===== src/cpuPkg.sv =====
package cpuPkg;

    // ----------------------------------------
    // Sizes
    // ----------------------------------------
    localparam int dataWidth = 32;      // Machine word
    localparam int dataDepth = 32;      // Data memory words
    localparam int codeDepth = 64;      // Instruction memory words

    // ----------------------------------------
    // Vector types
    // ----------------------------------------
    typedef logic [dataWidth-1:0] word_t;               // Data or instruction word
    typedef logic [4:0] regIndex_t;                     // Register number
    typedef logic [$clog2(dataDepth)-1:0] dataIndex_t;  // Address bits 6:2
    typedef logic [$clog2(codeDepth)-1:0] codeIndex_t;  // Pc bits 7:2

    // ----------------------------------------
    // Instruction fields
    // ----------------------------------------
    typedef logic [5:0] opcode_t;   // Bits 31:26
    typedef logic [5:0] funct_t;    // Bits 5:0, R-type only

    // Opcodes, standard MIPS values
    localparam opcode_t opR    = 6'h00;   // add, sub, and, or, slt
    localparam opcode_t opJ    = 6'h02;
    localparam opcode_t opBeq  = 6'h04;
    localparam opcode_t opAddi = 6'h08;
    localparam opcode_t opLw   = 6'h23;
    localparam opcode_t opSw   = 6'h2b;

    // Function codes of the R-type group
    localparam funct_t fnAdd = 6'h20;
    localparam funct_t fnSub = 6'h22;
    localparam funct_t fnAnd = 6'h24;
    localparam funct_t fnOr  = 6'h25;
    localparam funct_t fnSlt = 6'h2a;

    // ----------------------------------------
    // Enums
    // ----------------------------------------
    // ALU operation select
    typedef enum logic [2:0] {
        aluAdd,
        aluSub,
        aluAnd,
        aluOr,
        aluSlt
    } aluOp_t;

    // Controller FSM, the second state only follows an lw
    typedef enum logic {
        stExecute,      // Normal single-cycle execution
        stLoadWait      // Registered read data now valid
    } ctrlState_t;

endpackage


===== src/instructionMemory.sv =====
`timescale 1ns/1ns

module instructionMemory (
    input  logic               clock,
    input  logic               progWrite,
    input  cpuPkg::codeIndex_t progAddress,
    input  cpuPkg::word_t      progData,
    input  cpuPkg::codeIndex_t fetchIndex,
    output cpuPkg::word_t      instruction
);

    import cpuPkg::*;

    word_t code [codeDepth];    // Program store, kept over reset

    // Load port, usually used while reset is held
    always_ff @(posedge clock)
    begin
        if (progWrite)
            code[progAddress] <= progData;
    end

    // Fetch port
    assign instruction = code[fetchIndex];  // Combinational at the pc

endmodule


===== config.mk =====
export PLATFORM = sky130hd
export DESIGN_NAME = instructionMemory
export DESIGN_NICKNAME = d
export VERILOG_FILES = /design/src/cpuPkg.sv /design/src/instructionMemory.sv
export SDC_FILE = /design/constraint.sdc
export NUM_CORES = 2
export LEC_CHECK = 0
export BUFFER_PORTS_ARGS = -buffer_cell sky130_fd_sc_hd__buf_4
export CORE_MARGIN = 2
export CORE_UTILIZATION = 36
export DETAILED_ROUTE_END_ITERATION = 8
export GPL_TIMING_DRIVEN = 0
export HOLD_SLACK_MARGIN = 0.06
export SLEW_MARGIN = 25
export SYNTH_ARGS = -nofsm -noshare
export SYNTH_HDL_FRONTEND = slang
export SYNTH_SLANG_ARGS = --single-unit
export TNS_END_PERCENT = 5

===== constraint.sdc =====
create_clock -name clock -period 3.9 [get_ports clock]
set_clock_uncertainty 0.2 [all_clocks]
set_input_delay 0.195 -clock clock [delete_from_list [all_inputs] [get_ports clock]]
set_output_delay 0.195 -clock clock [all_outputs]
set_load 0.005 [all_outputs]

== Word level (Yosys, flattened, before mapping) ==
Memory sizes are Yosys's and may differ from the RTL's.
Index checks and enable logic that the tools add are counted.
W data, S select, Z words.

* Multipliers: 0
* Muxes and demuxes: 2
* Reductions and logical operators: 0
* Divide/modulo/power cells: 0
* $lt $le $gt $ge: 0
* Shift operators: 0
* Add/sub/neg operators: 0
* Eq/ne operators: 0
* Bitwise operators: 0

{| class="wikitable"
|+ Operator list
! cell !! count
|-
| $mux W1 || 2
|}

* Output and inout port bits: 32
* ROM bits: 0
* Memories: 1
* Bits in latches: 0
* Flip-flop bits (word level): 0
* Logic and storage cells: 3
* RAM bits: 2048
* Bits of input ports: 46

{| class="wikitable"
|+ Memory list
! memory !! words !! width !! read ports !! clocked after Yosys merged registers in !! wr ports !! line !! text
|-
| code || 64 || 32 || 1 || 0 || 1 || instructionMemory.sv:14 || <nowiki>word_t code [codeDepth];</nowiki>
|}

== Longest topological paths before layout ==
* Depth in word-level cells: 2
* Gate-level depth with buffers: 10
* Gate-level depth less buffers: 5

== Worst setup path after synthesis ==
Ideal clock, no wire load.

* Path type: in2reg
* From: in progAddress[3]
* To: mem code[48][0] (netlist bit) (enable)
* Stages: 4
* Data arrival time: 2.894 ns
* Setup time: 0.461 ns
* Buffers on the path: 1
* Required time: 3.239 ns
* Setup slack: 0.345 ns
* Cells stage by stage: clkbuf_1 -> nor2b_1 -> nand4b_1 -> nor3_1

{| class="wikitable"
|+ RTL lines
! what !! line !! text
|-
| start, declared || instructionMemory.sv:6 || <nowiki>input cpuPkg::codeIndex_t progAddress,</nowiki>
|-
| end, declared || instructionMemory.sv:14 ||
|}

Straight into the memory's write port.

== Worst setup path in the final report ==
* From: in fetchIndex[1]
* To: out instruction[14]

* Cells in the longest elaborated chain, start to end: 1

{| class="wikitable"
|+ RTL lines
! what !! line !! text
|-
| start, declared || instructionMemory.sv:8 || <nowiki>input cpuPkg::codeIndex_t fetchIndex,</nowiki>
|-
| $mem_v2 Z64 W32 || n/a ||
|-
| end, declared || instructionMemory.sv:9 || <nowiki>output cpuPkg::word_t instruction</nowiki>
|}

No other way between the ends.

==> flow_metrics.py <==
metrics = {
    "global_route": {
        "overflow": 0,
        "grt_pass1_vias": 38909,
        "grt.total_usage": 0.221,
        "antenna_found_initial": 11,
        "grt_pass1_wl_mm": 329,
        "grt_max_degree": 65,
    },
    "placement": {
        "port_buffers": 69,
        "dp_hpwl_mm": 162,
        "globalplace.congestion": 0.851,
        "placed_area_um2": 86000,
    },
    "yosys": {
        "yosysWarningCount": 0,
        "yosysSeqAreaShare": 0.790,
        "syn_nets": 3338,
        "async_reset_ff_frac": 0,
        "synth_enable_flop_cells": 2048,
        "ys_seq_elements": 2048,
        "syn-cell-area_um2": 77900,
        "ys.flop_type": "edfxtp_1",
        "syn_avg_cell_area_um2": 23.7,
        "ys_types": 33,
        "synth_cells": 3292,
    },
    "worst_setup_path": {
        "cp_slowest_cell": "a21oi_1",
        "path_class": "in -> out",
        "setup.worst_path.end_class": "output pin",
        "worstSetupEndpoint": "instruction[14]",
        "max_stage_delay_ns": 0.47,
        "required_ns": 3.50,
        "crit_path_cell_trace": "buf_2, buf_2, buf_2, clkbuf_2, buf_4, mux2i_1, a21oi_1, a21oi_1, nor2_1, buf_4",
        "path_common_cell": "buf_2",
        "crit_fanout": 10,
        "arrival_ns": 3.62,
        "critPathLaunch": "fetchIndex[1]",
        "startpoint_type": "input port",
    },
    "clocking": {
        "htreeDepth": 4,
        "clk_pin_slew_ns": 0.07,
        "cts_tree": "built",
        "clock_sinks": 2048,
        "cts.path.max_buffers": 3,
        "cts_root_buffer": "clkbuf_16",
        "cts-buffers-inserted": 198,
    },
    "power_and_ir_drop": {
        "leakage_nw": 28.8,
        "p_per_area_nw_per_um2": 492,
        "ir_drop_v": 0.000366,
        "finalPower_mw": 45.7,
    },
    "finish": {
        "fin_area_um2": 92800,
        "areaGrowthSynthToFinish_pct": 19.2,
        "drive_gt1_frac": 0.324,
        "regMostFlops": "code",
        "largest_reg_flops": 2048,
        "reg_top3": "code: 2048 flops",
        "fin_nets": 3796,
    },
    "sta": {
        "tightest_slew_ns": 1.08,
        "holdWs_ns": 0.225,
        "finalCriticalPeriod_ns": 4.01,
        "final-hold-violation-count": 0,
        "fin_ws_ns": -0.115,
        "rsz0062_at_grt": "false",
        "setup_viol": 8,
        "fin_crit_sh": 1.03,
        "drv_slew": 0,
        "fmax_ghz": 0.249,
        "relSlewSlack": 0.280,
    },
    "status": {
        "violations": "negative setup slack",
        "outcome": "finished, violations left",
    },
    "drt": {
        "drt_iter0_markers": 6323,
        "wl_per_cell_um": 36.1,
        "route.detailed.drc": 0,
        "drt_pre_antenna_iters": 8,
        "wl_mm": 244,
        "vias": 39739,
        "viasPerCell": 5.89,
        "detail-route-antenna-nets": 0,
    },
    "floorplanning": {
        "floorplan.initialDensity": 0.362,
        "die-area_um2": 220000,
        "pin_count": 78,
        "fp-row-count": 170,
        "die_w_um": 469,
        "chipHeight_um": 469,
        "coreArea_um2": 215000,
    },
    "hold_path": {
        "hp-class": "in -> reg",
    },
    "job": {
        "maxCapViolations": 0,
    },
}
cell usage after synthesis, types with 5 or more instances:
cell | number | area (µm²)
nand2_1 | 26 | 97.6
buf_1 | 21 | 78.8
nor2b_1 | 15 | 93.8
buf_2 | 57 | 285
a22oi_1 | 12 | 90.1
a311oi_1 | 8 | 70.1
nor3_1 | 7 | 35.0
o221ai_1 | 27 | 236
nand3b_1 | 5 | 37.5
o22ai_1 | 84 | 526
nand2b_1 | 8 | 50.1
nand3_1 | 5 | 25.0
nor2_1 | 137 | 514
clkbuf_1 | 74 | 278
mux2i_1 | 93 | 931
buf_4 | 25 | 188
a21oi_1 | 62 | 310
mux4_2 | 544 | 12300
edfxtp_1 | 2048 | 61500
buf_6 | 5 | 56.3
where the power goes:
part / switching (mW) / total (mW) / leakage [nW] / internal [mW]
registers: 0.0319 / 24.4 / 18.4 / 24.4
clock network: 8.45 / 18.5 / 3.01 / 10.1
logic: 1.82 / 2.75 / 7.34 / 0.937
repair_timing:
action                                  4_1_cts  5_1_grt
gates cloned                                  0        0
hold buffers                                 38        0
resized for setup                            47       16
endpoints found under the setup margin       28       12
pin swaps                                     1        0
endpoints found under the hold margin      2082        0
buffers inserted                              7        0
metal layers:
| layer | vias to the layer above | global-route usage | wire length [µm] |
|---|---|---|---|
| met2 | 2605 | 0.341 | 113000 |
| met5 | - | 0 | 28 |
| met1 | 21500 | 0.292 | 91200 |
| met4 | 4 | 0.109 | 13500 |
| met3 | 517 | 0.0547 | 26400 |
| li1 | 15113 | - | - |
per-stage QoR:
stage,utilization,setup TNS (ns),setup slack (ns),cells
floorplan,-,0,0.345,3292
finish,0.432,-0.342,-0.115,6749
global placement,0.381,-3300.77,-3.10,6199
CTS,0.432,-0.156,-0.119,6743
detailed placement,0.400,-12.84,-0.930,6346
global route,0.432,0,0.00144,6744
cell type report:
cell class / count / area [µm²]
diodes: 6 / 15.0
clock buffers: 237 / 5120
clock inverters: 118 / 1040
multi-input cells: 1062 / 16100
flip-flops and latches: 2048 / 61500
repair buffers: 261 / 4520
fillers: 18061 / 122000
plain buffers: 179 / 972
well taps: 2838 / 3550
worst min-delay path by stage:
| stage | startpoint | to | cells after the start | slack, ns |
|---|---|---|---|---|
| after floorplan | progData[0] | code[0][0] | 0 | 0.09 |
| after global placement | progData[28] | code[13][28] | 1 | 0.53 |
| after detailed placement | progData[28] | code[12][28] | 1 | 0.56 |
| after CTS | progAddress[4] | code[55][16] | 3 | 0.12 |
| after global routing | progAddress[5] | code[55][16] | 3 | 0.20 |
| final | progAddress[4] | code[55][29] | 3 | 0.22 |
kinds of logic (layout without fill, tap and decap cells):
| family | after synthesis | count (layout) | synth area share |
|---|---|---|---|
| AOI/OAI and AO/OA | 202 | 202 | 0.0169 |
| buffers and inverters | 182 | 795 | 0.0114 |
| DFF | 2048 | 2048 | 0.790 |
| muxes | 637 | 637 | 0.169 |
| other | 0 | 6 | 0 |
| and+or+nand+nor | 223 | 223 | 0.0128 |
critical path: cells and delay by family:
kind                   cells  cell delay (ns)
buffers and inverters      6             2.10
AOI/OAI and AO/OA          2             0.66
and+or+nand+nor            1             0.47
muxes                      1             0.16
cells in the final DEF, fill, tap and decap left out, types with 12 or more instances in the layout:
master	synthesis	routed
buf_12	0	26
a21oi_1	62	52
clkbuf_2	0	30
o22ai_1	84	78
edfxtp_1	2048	2048
buf_16	0	105
nor2_4	0	65
o221ai_1	27	27
clkinv_2	0	39
clkinv_1	0	48
dlygate4sd3_1	0	38
buf_2	57	58
mux2i_1	93	93
clkbuf_1	74	79
mux4_2	544	544
buf_4	25	112
clkbuf_16	0	199
nor2b_1	15	15
nor2_2	0	13
nand2_1	26	25
nor2_1	137	59
a22oi_1	12	12
(Power assumes the default switching activity.)
