**config.mk**
```make
export PLATFORM = sky130hd
export DESIGN_NAME = controller
export DESIGN_NICKNAME = d
export VERILOG_FILES = /design/src/cpuPkg.sv /design/src/controller.sv
export SDC_FILE = /design/constraint.sdc
export NUM_CORES = 1
export LEC_CHECK = 0
export BUFFER_PORTS_ARGS = -buffer_cell sky130_fd_sc_hd__buf_2
export CORE_AREA = 2 2 39 41
export DETAILED_ROUTE_END_ITERATION = 12
export DIE_AREA = 0 0 41 43
export PLACE_DENSITY_LB_ADDON = 0.2
export SYNTH_ARGS = -nofsm -noshare
export SYNTH_HDL_FRONTEND = slang
export SYNTH_SLANG_ARGS = --single-unit
```
**constraint.sdc**
```tcl
create_clock -name clock -period 2.8 [get_ports clock]
set_clock_uncertainty 0.15 [all_clocks]
set_input_delay 0.56 -clock clock [delete_from_list [all_inputs] [get_ports clock]]
set_output_delay 0.56 -clock clock [all_outputs]
set_load 0.05 [all_outputs]
```
**src/cpuPkg.sv**
```systemverilog
package cpuPkg;

    // ----------------------------------------
    // Sizes
    // ----------------------------------------
    localparam int dataWidth = 32;      // Machine word
    localparam int dataDepth = 32;      // Data memory words
    localparam int codeDepth = 64;      // Instruction memory words

    // ----------------------------------------
    // Vector types
    // ----------------------------------------
    typedef logic [dataWidth-1:0] word_t;               // Data or instruction word
    typedef logic [4:0] regIndex_t;                     // Register number
    typedef logic [$clog2(dataDepth)-1:0] dataIndex_t;  // Address bits 6:2
    typedef logic [$clog2(codeDepth)-1:0] codeIndex_t;  // Pc bits 7:2

    // ----------------------------------------
    // Instruction fields
    // ----------------------------------------
    typedef logic [5:0] opcode_t;   // Bits 31:26
    typedef logic [5:0] funct_t;    // Bits 5:0, R-type only

    // Opcodes, standard MIPS values
    localparam opcode_t opR    = 6'h00;   // add, sub, and, or, slt
    localparam opcode_t opJ    = 6'h02;
    localparam opcode_t opBeq  = 6'h04;
    localparam opcode_t opAddi = 6'h08;
    localparam opcode_t opLw   = 6'h23;
    localparam opcode_t opSw   = 6'h2b;

    // Function codes of the R-type group
    localparam funct_t fnAdd = 6'h20;
    localparam funct_t fnSub = 6'h22;
    localparam funct_t fnAnd = 6'h24;
    localparam funct_t fnOr  = 6'h25;
    localparam funct_t fnSlt = 6'h2a;

    // ----------------------------------------
    // Enums
    // ----------------------------------------
    // ALU operation select
    typedef enum logic [2:0] {
        aluAdd,
        aluSub,
        aluAnd,
        aluOr,
        aluSlt
    } aluOp_t;

    // Controller FSM, the second state only follows an lw
    typedef enum logic {
        stExecute,      // Normal single-cycle execution
        stLoadWait      // Registered read data now valid
    } ctrlState_t;

endpackage

```
**src/controller.sv**
```systemverilog
`timescale 1ns/1ns

module controller (
    input  logic            clock,
    input  logic            reset,
    input  cpuPkg::opcode_t opcode,
    input  cpuPkg::funct_t  funct,
    output cpuPkg::aluOp_t  aluOperation,
    output logic            aluSrcImmediate,
    output logic            regDst,
    output logic            regWrite,
    output logic            memToReg,
    output logic            memRead,
    output logic            memWrite,
    output logic            branch,
    output logic            jump,
    output logic            pcHold
);

    import cpuPkg::*;

    ctrlState_t state;
    ctrlState_t nextState;

    // ----------------------------------------
    // Decode
    // ----------------------------------------
    always_comb
    begin
        // No-op defaults
        aluOperation    = aluAdd;
        aluSrcImmediate = 1'b0;
        regDst          = 1'b0;     // rt
        regWrite        = 1'b0;
        memToReg        = 1'b0;     // ALU result
        memRead         = 1'b0;
        memWrite        = 1'b0;
        branch          = 1'b0;
        jump            = 1'b0;
        pcHold          = 1'b0;
        if (!reset)                 // Core stays quiet while held in reset
        begin
            case (opcode)
                opR:
                begin
                    regDst   = 1'b1;    // rd
                    regWrite = 1'b1;
                    case (funct)
                        fnAdd:   aluOperation = aluAdd;
                        fnSub:   aluOperation = aluSub;
                        fnAnd:   aluOperation = aluAnd;
                        fnOr:    aluOperation = aluOr;
                        fnSlt:   aluOperation = aluSlt;
                        default: regWrite = 1'b0;   // Unknown funct
                    endcase
                end
                opAddi:
                begin
                    aluSrcImmediate = 1'b1;
                    regWrite        = 1'b1;
                end
                opLw:
                begin
                    aluSrcImmediate = 1'b1;     // Address held both cycles
                    if (state == stExecute)
                    begin
                        memRead = 1'b1;         // Issue the read
                        pcHold  = 1'b1;
                    end
                    else
                    begin
                        regWrite = 1'b1;        // Read data valid now
                        memToReg = 1'b1;
                    end
                end
                opSw:
                begin
                    aluSrcImmediate = 1'b1;
                    memWrite        = 1'b1;
                end
                opBeq:
                begin
                    aluOperation = aluSub;      // Zero on equal
                    branch       = 1'b1;
                end
                opJ:     jump = 1'b1;
                default: ;                      // Unknown opcode
            endcase
        end
    end

    // ----------------------------------------
    // lw wait FSM
    // ----------------------------------------
    assign nextState = (state == stExecute && memRead) ? stLoadWait : stExecute;

    always_ff @(posedge clock)
    begin
        if (reset)
            state <= stExecute;
        else
            state <= nextState;
    end

    // Wait state follows an lw issue and nothing else
    assert property (@(posedge clock) disable iff (reset)
        (state == stLoadWait) |-> ($past(state) == stExecute && $past(opcode) == opLw))
        else $error("stLoadWait entered without lw");

endmodule

```
* After elaboration in Yosys (flattened, before gate mapping)
Cells that the tools add are included.
Storage, ports and cells: register bits 1, output and inout bits 12, word-level logic and storage cells 39
Operators by class: equality and inequality tests 10, mux-type cells 23, bitwise gates (word level) 1, reduce and logical (&&, ||, !) cells 4
Operators by type and width (number):
- 6-bit equality test, second input constant | 7
- 1-bit 2-to-1 mux | 19
- 3-bit case mux with 4 select lines | 1
- 6-bit by 2-bit equality test with 1-bit output, second input constant | 1
- 6-bit by 3-bit equality test with 1-bit output, second input constant | 1
- 6-bit by 4-bit equality test with 1-bit output, second input constant | 1
- 6-bit zero test | 1
- 3-bit case mux with 2 select lines | 1
- 5-bit OR reduction | 1
- 3-bit 2-to-1 mux | 1
- 1-bit case mux with 3 select lines | 1
- 3-bit OR reduction | 1
- 1-bit logical AND | 1
- 1-bit inverter | 1

* Logic depth before layout (Yosys ltp)
depth in word-level cells 5, gate-level depth with buffers 4

* Worst setup path after synthesis
No wires, ideal clock.
path type input to output, from in opcode[1], to out branch, arrival time 2779 ps, slack -689 ps, stages 2, buffers on the path 0, cell sequence or4_4 > nor4b_1
On the way: word-level cells in the longest chain between the ends 3
Ends and longest elaborated chain:
- from (decl) | line controller.sv:6 | input cpuPkg::opcode_t opcode,
- 6-bit by 3-bit equality test with 1-bit output | line controller.sv:43 | case (opcode)
- 1-bit 2-to-1 mux | line controller.sv:43
- 1-bit 2-to-1 mux | line controller.sv:41 | if (!reset)
- to (decl) | line controller.sv:15 | output logic branch,
Every way passes these cells.

* Worst setup path in the final report
from in opcode[1], to out aluOperation[2]
On the way: word-level cells in the longest chain between the ends 3, elaborated cells between the ends (all ways) 4, those cells by class 1 x eq/ne; 2 x mux; 1 x reduce/logical
Ends and longest elaborated chain:
- 6-bit by 3-bit equality test with 1-bit output or 6-bit zero test (tied branches) | line controller.sv:43
- 3-bit case mux with 2 select lines * | line controller.sv:43
- 3-bit 2-to-1 mux * | line controller.sv:41
- to (decl) | line controller.sv:8 | output cpuPkg::aluOp_t aluOperation,
Mark *: on every way between the ends. The rest lies on a longest branch, timed or not.

==> results.py <==
metrics = {
    "outcome": {
        "status": "finished clean",
    },
    "cells_and_area": {
        "drive_gt1_share_pct": 51.61,
        "fin_area_sq_um": 416.7,
        "largest_reg_flops": 1,
        "nNetsFinal": 78,
        "areaGrowthSynthToFinish_pct": 74.35,
        "diodes": 0,
        "largest-register": "state",
        "reg.largest.list": "state: 1 flops",
    },
    "power": {
        "peakVddDrop_mv": 0.05694,
        "power.total_uw": 49.92,
        "powerDensity_mw_per_mm2": 119.8,
        "cellLeakagePower_nw": 0.2154,
    },
    "die": {
        "io_pins": 26,
        "die_h_microns": 43,
        "die_w_microns": 41,
        "core-area_sq_mm": 0.001384,
        "num_rows": 14,
        "start_util_pct": 17.27,
        "dieArea_sq_mm": 0.001763,
    },
    "grt": {
        "grt_antenna_before_repair": 0,
        "grt_max_degree": 8,
        "grt_pass1_wl_microns": 1138,
        "grtUsageTotal_pct": 8.500,
        "grt_pass1_vias": 290,
        "overflow": 0,
    },
    "sta": {
        "tightest_slew_ns": 0.3578,
        "hold_violations": 0,
        "fmax_ghz": 0.3697,
        "fin_crit_ns": 2.705,
        "rsz0062_at_grt": "no",
        "tns_ns": 0,
        "setup_viol": 0,
        "post-route-period-util_pct": 96.59,
        "hold_slack_ns": 0.2739,
        "slew_viol_final": 0,
        "max-slew-margin-rel_pct": 75.93,
    },
    "logic_synthesis": {
        "synth_area_per_cell_sq_um": 6.459,
        "syn_inst": 37,
        "synth_top_area_share_pct": 10.47,
        "post-synth-top-area-cell": "nor4_1",
        "synth_ff_type": "dfxtp_1",
        "yosysWarningCount": 0,
        "synth.cell_area_sq_um": 239.0,
        "synthesis.nets": 51,
        "synth-seq-cells": 1,
        "async_flop_share_pct": 0,
        "synthTopCellsByArea": "nor4_1 10%, dfxtp_1 8.4%, nor2_1 7.9%, a21oi_1 6.3%, nand2_1 6.3%",
        "yosysMostFrequentCell": "nor2_1",
        "synth_edf_count": 0,
        "seq_area_frac_synth_pct": 8.377,
        "ys_types": 22,
        "synthTopCellsByCount": "5 x nor2_1, 4 x nand2_1, 4 x nor4_1, 3 x a21oi_1",
    },
    "routing": {
        "wl_per_cell_microns": 9.846,
        "first_iter_violations": 4,
        "num_vias": 366,
        "drtAntennaViolNets": 0,
        "viasPerCell": 4.692,
        "firstDrtPassIters": 3,
        "totalWireLength_microns": 768,
        "drc": 0,
    },
    "critical_path": {
        "worstSetupStartpointType": "primary input",
        "worstSetupPathType": "in2out",
        "r2r_cells": 1,
        "end_kind": "output port",
        "regToRegEndpoint": "state",
        "cp_data_arrival_time_ns": 1.99,
        "r2r_slack_ns": 2.17,
        "critical_path.max_fanout": 4,
        "reg2reg_from": "state",
        "cp.required_ns": 2.09,
        "crit_path_start": "opcode[1]",
    },
    "clock_network": {
        "clkLatencyLatePin_ns": 0,
        "ctsHoldBuffers": 0,
        "clkTransAtPathRegs_ns": 0,
    },
    "worst_hold_path": {
        "holdPathStages": 1,
        "hold_end": "state",
        "min_path_type": "reg2reg",
        "hp-start": "state",
    },
    "place": {
        "dp_hpwl_microns": 674.2,
        "place_area_sq_um": 414.1,
        "io_buffers": 25,
        "gp_congestion": 0.6676,
    },
    "flow_run": {
        "drv_cap": 0,
    },
}
-- stage by stage --
| step | setup slack [ns] | util [%] | std cells |
|---|---|---|---|
| 2_1_floorplan | -0.6889 | - | 37 |
| 3_3_place_gp | 0.05393 | 29.93 | 78 |
| 3_5_place_dp | 0.01356 | 29.93 | 78 |
| 4_1_cts | 0.01708 | 29.93 | 78 |
| 5_1_grt | 0.01375 | 30.11 | 78 |
| 6_report | 0.09543 | 30.11 | 78 |
-- layer usage --
metal  vias up  track usage [%]  share of wire, %
met5         -                0                 0
met4         0                0                 0
met2        15            13.44                46
met1       161            13.33                44
li1        190                -                 -
met3         0                0               9.4
-- final cells by class --
type	instances	area, sq um
fillers	170	967.2
multi-input cells	34	237.7
repair buffers	26	135.1
flip-flops and latches	1	20.02
well taps	16	20.02
inverters	1	3.754
-- placed cells by master, fill, tap and decap left out, types with 2 or more instances in the layout --
master	instances
nor2_1	5
nand2_1	4
a21oi_1	3
or2b_1	2
and3_1	2
nor3_1	2
buf_4	2
buf_2	24
nor4_1	2
-- how the worst max path moves through the flow --
stage                            endpoint  cells past startpoint
after detailed placement  aluOperation[2]                      6
after global routing      aluOperation[2]                      6
after floorplan                    branch                      2
final                     aluOperation[2]                      6
after CTS                 aluOperation[2]                      6
after global placement    aluOperation[2]                      6
-- critical path, cell delays in order --
cell and delay, ns:
buf_2 0.12, or4_4 0.53, nor2_2 0.13, nand2_1 0.15, nor4b_4 0.28, buf_4 0.23
-- cell families after synthesis --
family          Yosys count  share of synthesized area [%]
compound gates            5                          10.99
buf+inv                   2                          4.712
flops                     1                          8.377
simple gates             29                          75.92
-- where the power goes --
group / total, mW / switching (mW) / internal (mW)
clock: 0 / 0 / 0
combinational: 0.0352 / 0.0211 / 0.0141
sequential: 0.0147 / 0.0000496 / 0.0146
total: 0.0499 / 0.0212 / 0.0288
-- repair_timing --
item	CTS	global route
resized for setup	0	2
setup buffers	0	0
endpoints found under the setup margin	0	1
Note: power is estimated with default switching activity, not from simulation.
