### src/cpuPkg.sv
package cpuPkg;

    // ----------------------------------------
    // Sizes
    // ----------------------------------------
    localparam int dataWidth = 32;      // Machine word
    localparam int dataDepth = 32;      // Data memory words
    localparam int codeDepth = 64;      // Instruction memory words

    // ----------------------------------------
    // Vector types
    // ----------------------------------------
    typedef logic [dataWidth-1:0] word_t;               // Data or instruction word
    typedef logic [4:0] regIndex_t;                     // Register number
    typedef logic [$clog2(dataDepth)-1:0] dataIndex_t;  // Address bits 6:2
    typedef logic [$clog2(codeDepth)-1:0] codeIndex_t;  // Pc bits 7:2

    // ----------------------------------------
    // Instruction fields
    // ----------------------------------------
    typedef logic [5:0] opcode_t;   // Bits 31:26
    typedef logic [5:0] funct_t;    // Bits 5:0, R-type only

    // Opcodes, standard MIPS values
    localparam opcode_t opR    = 6'h00;   // add, sub, and, or, slt
    localparam opcode_t opJ    = 6'h02;
    localparam opcode_t opBeq  = 6'h04;
    localparam opcode_t opAddi = 6'h08;
    localparam opcode_t opLw   = 6'h23;
    localparam opcode_t opSw   = 6'h2b;

    // Function codes of the R-type group
    localparam funct_t fnAdd = 6'h20;
    localparam funct_t fnSub = 6'h22;
    localparam funct_t fnAnd = 6'h24;
    localparam funct_t fnOr  = 6'h25;
    localparam funct_t fnSlt = 6'h2a;

    // ----------------------------------------
    // Enums
    // ----------------------------------------
    // ALU operation select
    typedef enum logic [2:0] {
        aluAdd,
        aluSub,
        aluAnd,
        aluOr,
        aluSlt
    } aluOp_t;

    // Controller FSM, the second state only follows an lw
    typedef enum logic {
        stExecute,      // Normal single-cycle execution
        stLoadWait      // Registered read data now valid
    } ctrlState_t;

endpackage

### src/alu.sv
`timescale 1ns/1ns

module alu (
    input  cpuPkg::word_t  operandA,
    input  cpuPkg::word_t  operandB,
    input  cpuPkg::aluOp_t operation,
    output cpuPkg::word_t  result,
    output logic           zero
);

    import cpuPkg::*;

    always_comb
    begin
        case (operation)
            aluAdd:  result = operandA + operandB;
            aluSub:  result = operandA - operandB;     // Also beq compare
            aluAnd:  result = operandA & operandB;
            aluOr:   result = operandA | operandB;
            aluSlt:
            begin
                // Signed compare, 1 or 0
                if ($signed(operandA) < $signed(operandB))
                    result = word_t'(1);
                else
                    result = '0;
            end
            default: result = '0;
        endcase
    end

    // Equal operands on sub, used by beq
    assign zero = (result == '0);

endmodule

### config.mk
export PLATFORM = sky130hd
export DESIGN_NAME = alu
export DESIGN_NICKNAME = d
export VERILOG_FILES = /design/src/cpuPkg.sv /design/src/alu.sv
export SDC_FILE = /design/constraint.sdc
export NUM_CORES = 1
export LEC_CHECK = 0
export CORE_ASPECT_RATIO = 0.8
export CORE_MARGIN = 2
export CORE_UTILIZATION = 25
export DETAILED_ROUTE_END_ITERATION = 12
export DONT_BUFFER_PORTS = 1
export PLACE_DENSITY_LB_ADDON = 0.2
export SYNTH_ARGS = -nofsm -noshare
export SYNTH_HDL_FRONTEND = slang
export SYNTH_SLANG_ARGS = --single-unit
### constraint.sdc
create_clock -name vclk -period 3.8
set_input_delay 0.19 -clock vclk [all_inputs]
set_output_delay 0.19 -clock vclk [all_outputs]
set_load 0.01 [all_outputs]
; Word-level counts from Yosys, hierarchy flattened
; Index checks and enable logic that the tools add are counted.
[totals]
reg_bits = 0
in_bits = 67
output_inout_bits = 33
wordCells = 13
[op_classes]
addsub = 2
eq_ne = 4
muxes = 2
n_bitwise = 2
reduce_logical = 2
magnitude_cmp = 1
[op_table]
columns = operator, n
row1 = $pmux W32 S5, 1
row2 = $add A32 B32 Y32, 1
row3 = $and A32 B32 Y32, 1
row4 = $logic_not A32 Y1, 1
row5 = $lt A32 B32 Y1, 1
row6 = $or A32 B32 Y32, 1
row7 = $sub A32 B32 Y32, 1
row8 = $eq A3 B2 Y1 const B, 2
row9 = $eq A3 B1 Y1 const B, 1
row10 = $eq A3 B3 Y1 const B, 1
row11 = $logic_not A3 Y1, 1
row12 = $mux W1, 1

; Logic depth before layout (Yosys ltp)
; Gate-level depths: netlist (run 1).
[depth]
ltp_word = 4
mapped_depth = 14
depth_no_buf = 13

; Worst setup path after synthesis (run 1)
; OpenSTA, ideal clock, no wires.
[synth_path]
path_type = input-to-output
startpoint = input operandA[16]
endpoint = output zero
required_time_ns = 3.610
stages = 12
arrival_ns = 3.045
setup_slack_ns = 0.565
path_cell_list = inv_1 ha_1 buf_2 and2_1 a221o_1 a221o_1 o31ai_4 o21ai_1 or3_1 a32o_1 a2111oi_0 and4bb_1
[synth_lines]
columns = item, line
row1 = start: declaration, alu.sv:4  ; input cpuPkg::word_t operandA,
row2 = $sub A32 B32 Y32 / $add A32 B32 Y32 (equally long branches), "alu.sv:17, alu.sv:16"
row3 = $pmux W32 S5 *, alu.sv:15  ; case (operation)
row4 = via result[31], alu.sv:7  ; output cpuPkg::word_t result,
row5 = $logic_not A32 Y1 *, alu.sv:33  ; assign zero = (result == '0);
row6 = end: declaration, alu.sv:8  ; output logic zero
; Mark *: on every way through the listed nets, which the timed path passes. The rest lies on a longest branch.

; Final worst setup path (run 1)
[layout_path]
startpoint = input operandB[3]
endpoint = output zero
[layout_via]
elab_chain_cells = 4
[layout_rtl]
columns = item, line
row1 = start: declaration, alu.sv:5  ; input cpuPkg::word_t operandB,
row2 = $lt A32 B32 Y1, alu.sv:23  ; if ($signed(operandA) < $signed(operandB))
row3 = $mux W1, alu.sv:23
row4 = $pmux W32 S5 *, alu.sv:15
row5 = $logic_not A32 Y1 *, alu.sv:33
; Mark *: on every way between the ends. The rest lies on a longest branch, timed or not.

==> metrics.md, run 1 <==
| Metric | Value |
|---|---|
| Status | `finished clean` |
| RSZ-0062 raised after global routing | `no` |
| Finish-stage setup viols | `0` |
| Nets@finish | `1033` |
| Cell repeated most along the worst path | `inv_1` |
| Distinct cell type count after synthesis | `77` |
| Final hold slack | `0.434 ns` |
| Critical Path RT | `3.61 ns` |
| Total grt overflow | `0` |
| Synth Area per Inst | `6.68 µm²` |
| Hpwl dp | `19.0 mm` |
| Die Wd | `171 µm` |
| Fin. max-slew vios | `0` |
| Post-layout util | `0.293` |
| Fin crit share | `0.967` |
| Seq_cells | `0` |
| Largest net degree at the start of global routing | `86` |
| Placer congestion estimate | `0.903` |
| FILL cells | `2449` |
| CP Class | `in -> out` |
| YS warnings | `0` |
| Vias per cell | `5.59` |
| Io pins | `100` |
| Slew at the pin closest to its max-slew limit | `1.08 ns` |
| Vias | `6470` |
| Slowest CP cell | `or4_4` |
| Vias in the first global route | `5914` |
| Cell with the most instances after synthesis | `ha_1` |
| Pre-antenna DRT Iters | `6` |
| Number of DRC markers in iteration 0 | `682` |
| Power share of the sequential group | `0` |
| Share of layout cells above drive strength 1 | `0.121` |
| Die ar. | `23400 µm²` |
| Drt wl/cell | `20.0 µm` |
| Gate power share | `1.000` |
| Share of the synthesized area in the top cell type | `0.236` |
| P_int | `394 µW` |
| Fin area | `6350 µm²` |
| Buf/Inv on CP | `2` |
| PortBufs | `0` |
| Power per cell area | `157 nW/µm²` |
| Max-Cap Viols | `0` |
| CP Data Arrival Time | `3.48 ns` |
| Total track usage | `0.189` |
| Commonest cells post-synth | `105 x ha_1, 93 x inv_1, 70 x nor2_1, 69 x a21oi_1, 57 x nand2_1` |
| Crit path launch type | `input port` |
| Layout area overhead | `14.3%` |
| Leading area contributor after synthesis | `ha_1` |
| Lkg Pwr | `2.89 nW` |
| Switching power total | `602 µW` |
| Switch share | `0.605` |
| Die height | `137 µm` |
| Clock power share | `0` |
| Starting Density | `0.256` |
| Antenna Cells | `0` |
| Crit end category | `primary output` |
| Initial antenna violation count | `0` |
| Crit path max-delay family | `compound AO/OA/AOI/OAI gates` |
| First-pass GRT wire length | `35.0 mm` |
| DRC viols | `0` |
| Worst slew margin relative to its limit | `0.276` |
| Synth top area cells | `ha_1 24%, inv_1 6.3%, a21oi_1 6.2%, nor2_1 4.7%, nand2_1 3.8%` |
| Final WL | `23.2 mm` |
| Hold crit path type | `in -> out` |
| Power, Total | `996 µW` |
| Placed cell area | `6280 µm²` |
| Final Hold Fails | `0` |
| Worst-case vdd ir drop | `0.0293 mV` |
| Crit Path Max Fanout | `5` |
| FF+latch area | `0 µm²` |
| Sequential share of the synthesized area | `0` |
| Max Clk Rate | `272 MHz` |
| Synthesized area | `5560 µm²` |
| Core Rows | `48` |
| Min-Delay Startpoint | `operation[2]` |
| CORE AREA | `21700 µm²` |
| Critical path origin | `operandB[3]` |
| Area of the multi-input gates | `5070 µm²` |
| Hold_buf cts | `0` |
| Slowest stage delay, CP | `0.58 ns` |
| Clock Buffer Count | `0` |
| Critical path cell sequence | `inv_1 -> ha_1 -> inv_1 -> or4_4 -> a211oi_4 -> or2_2 -> o221a_2 -> o22ai_1 -> a2111oi_2 -> o2111a_1 -> nand4_1 -> and4bb_2` |
| Final worst path period need | `3.67 ns` |
| Mapped Cells | `832` |
| Syn_nets | `1006` |
| Routed Antenna Nets | `0` |
==> cells by family after synthesis <==
group | after synthesis | share of synthesized area
adders and majority gates | 107 | 0.244
muxes | 10 | 0.0180
and+or+nand+nor | 272 | 0.248
xor gates and xnor gates | 14 | 0.0221
AOI/OAI and AO/OA | 285 | 0.369
buffers and inverters | 144 | 0.0995
==> final cells by class <==
type	count	share of cell area
inverters	96	0.0567
multi-input cells	688	0.798
well taps	300	0.0591
repair buffers	73	0.0863
==> worst paths after layout <==
kind                        end  slack [ns]  cells after the start
worst min-delay path  result[1]        0.43                      1
worst max-delay path       zero        0.13                     12
==> power by group through the flow <==
| stage | sequential [mW] | clock (mW) | combinational, mW |
|---|---|---|---|
| 2_1_floorplan | 0 | 0 | 0.642 |
| 3_3_place_gp | 0 | 0 | 0.969 |
| 3_5_place_dp | 0 | 0 | 0.959 |
| 4_1_cts | 0 | 0 | 0.967 |
| 5_1_grt | 0 | 0 | 1.08 |
| 6_report | 0 | 0 | 0.996 |
==> layer usage <==
metal,share of wire,vias to the layer above,GRT usage
li1,-,3121,-
met1,0.49,3019,0.290
met2,0.40,311,0.278
met3,0.099,19,0.0339
met4,0.012,0,0.0204
met5,0,-,0
==> per-stage QoR <==
| step | std cells | TNS [ns] | setup slack, ns |
|---|---|---|---|
| after floorplan | 832 | 0 | 0.565 |
| final | 1157 | 0 | 0.127 |
| after global routing | 1157 | 0 | 0.00540 |
| after CTS | 1156 | 0 | 0.00245 |
| after global placement | 1156 | -0.147 | -0.147 |
| after detailed placement | 1156 | -0.115 | -0.115 |
==> cell usage in the layout (no fill, tap or decap), types with 11 or more instances in the layout <==
cell type | synthesis | final
ha_1 | 105 | 103
inv_1 | 93 | 93
buf_4 | 0 | 73
nor2_1 | 70 | 70
a21oi_1 | 69 | 68
nand2_1 | 57 | 57
o21ai_0 | 30 | 29
nor3_1 | 27 | 27
o211ai_1 | 18 | 18
nor2b_1 | 15 | 15
nand3_1 | 15 | 15
nor4_1 | 16 | 14
a21o_1 | 14 | 14
or3_1 | 14 | 14
nand4_1 | 12 | 12
xnor2_1 | 12 | 12
a211oi_1 | 13 | 12
nand2b_1 | 11 | 11
a31oi_1 | 11 | 11
o31ai_1 | 11 | 11
==> timing repair <==
item / in CTS / in global routing
pin swaps: 0 / 1
resized for setup: 3 / 12
endpoints found under the setup margin: 1 / 1
buffers inserted: 0 / 1
No activity file was read; power rests on OpenSTA's default activity.
==> inputs of run 2 (changes only) <==
- PLACE_DENSITY: not set -> 0.35
- PLACE_DENSITY_LB_ADDON: 0.2 -> not set
==> metrics.md, run 2 (same netlist as run 1, synthesis figures left out) <==
| Metric | Value |
|---|---|
| Die height | `137 µm (unchanged)` |
| Antenna Cells | `0 (unchanged)` |
| Worst slew margin relative to its limit | `0.264 (-0.0118)` |
| CP Class | `in -> out` |
| Fin crit share | `0.961 (-0.00518)` |
| Status | `finished clean` |
| P_int | `396 µW (+0.56%)` |
| Power share of the sequential group | `0 (unchanged)` |
| Final Hold Fails | `0 (unchanged)` |
| First-pass GRT wire length | `37.2 mm (+6.2%)` |
| Vias | `6491 (+0.32%)` |
| Initial antenna violation count | `0 (unchanged)` |
| Commonest non-fill, non-tap cell in the layout | `ha_1` |
| Cell repeated most along the worst path | `inv_1` |
| Buf/Inv on CP | `3 (+1)` |
| Switching power total | `614 µW (+1.9%)` |
| Slowest stage delay, CP | `0.46 ns (-0.12 ns)` |
| Starting Density | `0.256 (unchanged)` |
| Io pins | `100 (unchanged)` |
| PortBufs | `0 (unchanged)` |
| Vias per cell | `5.60 (about the same)` |
| Final worst path period need | `3.65 ns (-0.0197 ns)` |
| Pre-antenna DRT Iters | `5 (-1)` |
| Critical path cell sequence | `inv_1 -> ha_1 -> inv_1 -> a21oi_1 -> o2111ai_1 -> o211a_1 -> o31ai_2 -> buf_4 -> o21ba_1 -> o21ai_1 -> a32o_1 -> a2111oi_2 -> and4bb_2` |
| Crit Path Max Fanout | `9 (+4)` |
| Number of DRC markers in iteration 0 | `571 (-16%)` |
| Fin area | `6370 µm² (+0.32%)` |
| Min-Delay Startpoint | `operation[2]` |
| Die Wd | `171 µm (unchanged)` |
| Nets@finish | `1036 (+0.29%)` |
| Clock Buffer Count | `0 (unchanged)` |
| Critical Path RT | `3.61 ns (about the same)` |
| Max-Cap Viols | `0 (unchanged)` |
| FILL cells | `2371 (-3.2%)` |
| Core Rows | `48 (unchanged)` |
| Drt wl/cell | `20.8 µm (+3.9%)` |
| Worst-case vdd ir drop | `0.0383 mV (+31%)` |
| Switch share | `0.608 (+0.00324)` |
| Hpwl dp | `19.9 mm (+4.7%)` |
| Final WL | `24.1 mm (+4.2%)` |
| Vias in the first global route | `6290 (+6.4%)` |
| Lkg Pwr | `2.91 nW (+0.60%)` |
| Layout area overhead | `14.7%` |
| DRC viols | `0 (unchanged)` |
| Slowest CP cell | `ha_1` |
| Hold Path Depth | `1 (unchanged)` |
| CORE AREA | `21700 µm² (unchanged)` |
| Crit end category | `primary output` |
| CP Data Arrival Time | `3.46 ns (-0.02 ns)` |
| Final hold slack | `0.431 ns (-0.00318 ns)` |
| Die ar. | `23400 µm² (unchanged)` |
| Seq_cells | `0 (unchanged)` |
| RSZ-0062 raised after global routing | `no` |
| Max Clk Rate | `274 MHz (+0.54%)` |
| Total track usage | `0.201 (+0.0123)` |
| Total grt overflow | `0 (unchanged)` |
| FF+latch area | `0 µm² (unchanged)` |
| Hold Crit Endpoint | `result[1]` |
| Hold crit path type | `in -> out` |
| Share of layout cells above drive strength 1 | `0.127 (+0.00539)` |
| Fin. max-slew vios | `0 (unchanged)` |
| Commonest cells after routing, fill and taps aside | `104 x ha_1, 93 x inv_1, 76 x buf_4` |
| Slew at the pin closest to its max-slew limit | `1.10 ns (+0.0177 ns)` |
| Placer congestion estimate | `0.927 (+2.7%)` |
| Power per cell area | `158 nW/µm² (+1.1%)` |
| Gate power share | `1.000 (about the same)` |
| Post-CTS Setup Inserts | `0 (unchanged)` |
| Total Neg Setup Slack | `0 ns (unchanged)` |
| Crit path max-delay family | `compound AO/OA/AOI/OAI gates` |
| Placed cell area | `6310 µm² (+0.52%)` |
| Routed Antenna Nets | `0 (unchanged)` |
| Finish-stage setup viols | `0 (unchanged)` |
| Crit path launch type | `input port` |
| Largest net degree at the start of global routing | `86 (unchanged)` |
| Clock power share | `0 (unchanged)` |
[run 2: worst max-delay path by stage]
stage / startpoint / endpoint / slack (ns) / cells after the start
after detailed placement: operandA[0] / zero / -0.08 / 13
after floorplan: operandA[16] / zero / 0.57 / 12
after global placement: operandA[8] / zero / -0.10 / 13
after global routing: operandA[0] / zero / 0.002 / 13
final: operandB[10] / zero / 0.15 / 13
after CTS: operandA[0] / zero / 0.002 / 13
[run 2: final cells by class]
class	instances	area [µm²]	area share
inverter	96	360	0.0565
multi-input combinational	688	5070	0.795
timing repair buffer	76	571	0.0895
tap	300	375	0.0589
[run 2: routing by layer]
| layer | share of wire | up-vias | track usage |
|---|---|---|---|
| li1 | - | 3113 | - |
| met1 | 0.50 | 3095 | 0.307 |
| met2 | 0.42 | 264 | 0.309 |
| met3 | 0.074 | 19 | 0.0256 |
| met4 | 0.0068 | 0 | 0.0176 |
| met5 | 0 | - | 0 |
[run 2: repair_timing]
action                                  CTS  global route
endpoints found under the setup margin    1             1
hold buffers                              0             0
pin swaps                                 0             2
gates resized for setup                   1            16
[run 2: power by group through the flow]
stage               logic (mW)  clock network, mW  registers (mW)
floorplan                0.642                  0               0
global placement         0.985                  0               0
detailed placement       0.978                  0               0
CTS                      0.985                  0               0
global route              1.10                  0               0
finish                    1.01                  0               0
[run 2: metrics by stage]
| stage | total power [mW] | cells | setup WS [ns] | utilization |
|---|---|---|---|---|
| 6_report | 1.01 | 1160 | 0.147 | 0.294 |
| 5_1_grt | 1.10 | 1160 | 0.00246 | 0.294 |
| 4_1_cts | 0.985 | 1160 | 0.00248 | 0.291 |
| 3_5_place_dp | 0.978 | 1160 | -0.0775 | 0.291 |
| 3_3_place_gp | 0.985 | 1160 | -0.103 | 0.291 |
| 2_1_floorplan | 0.642 | 832 | 0.565 | - |
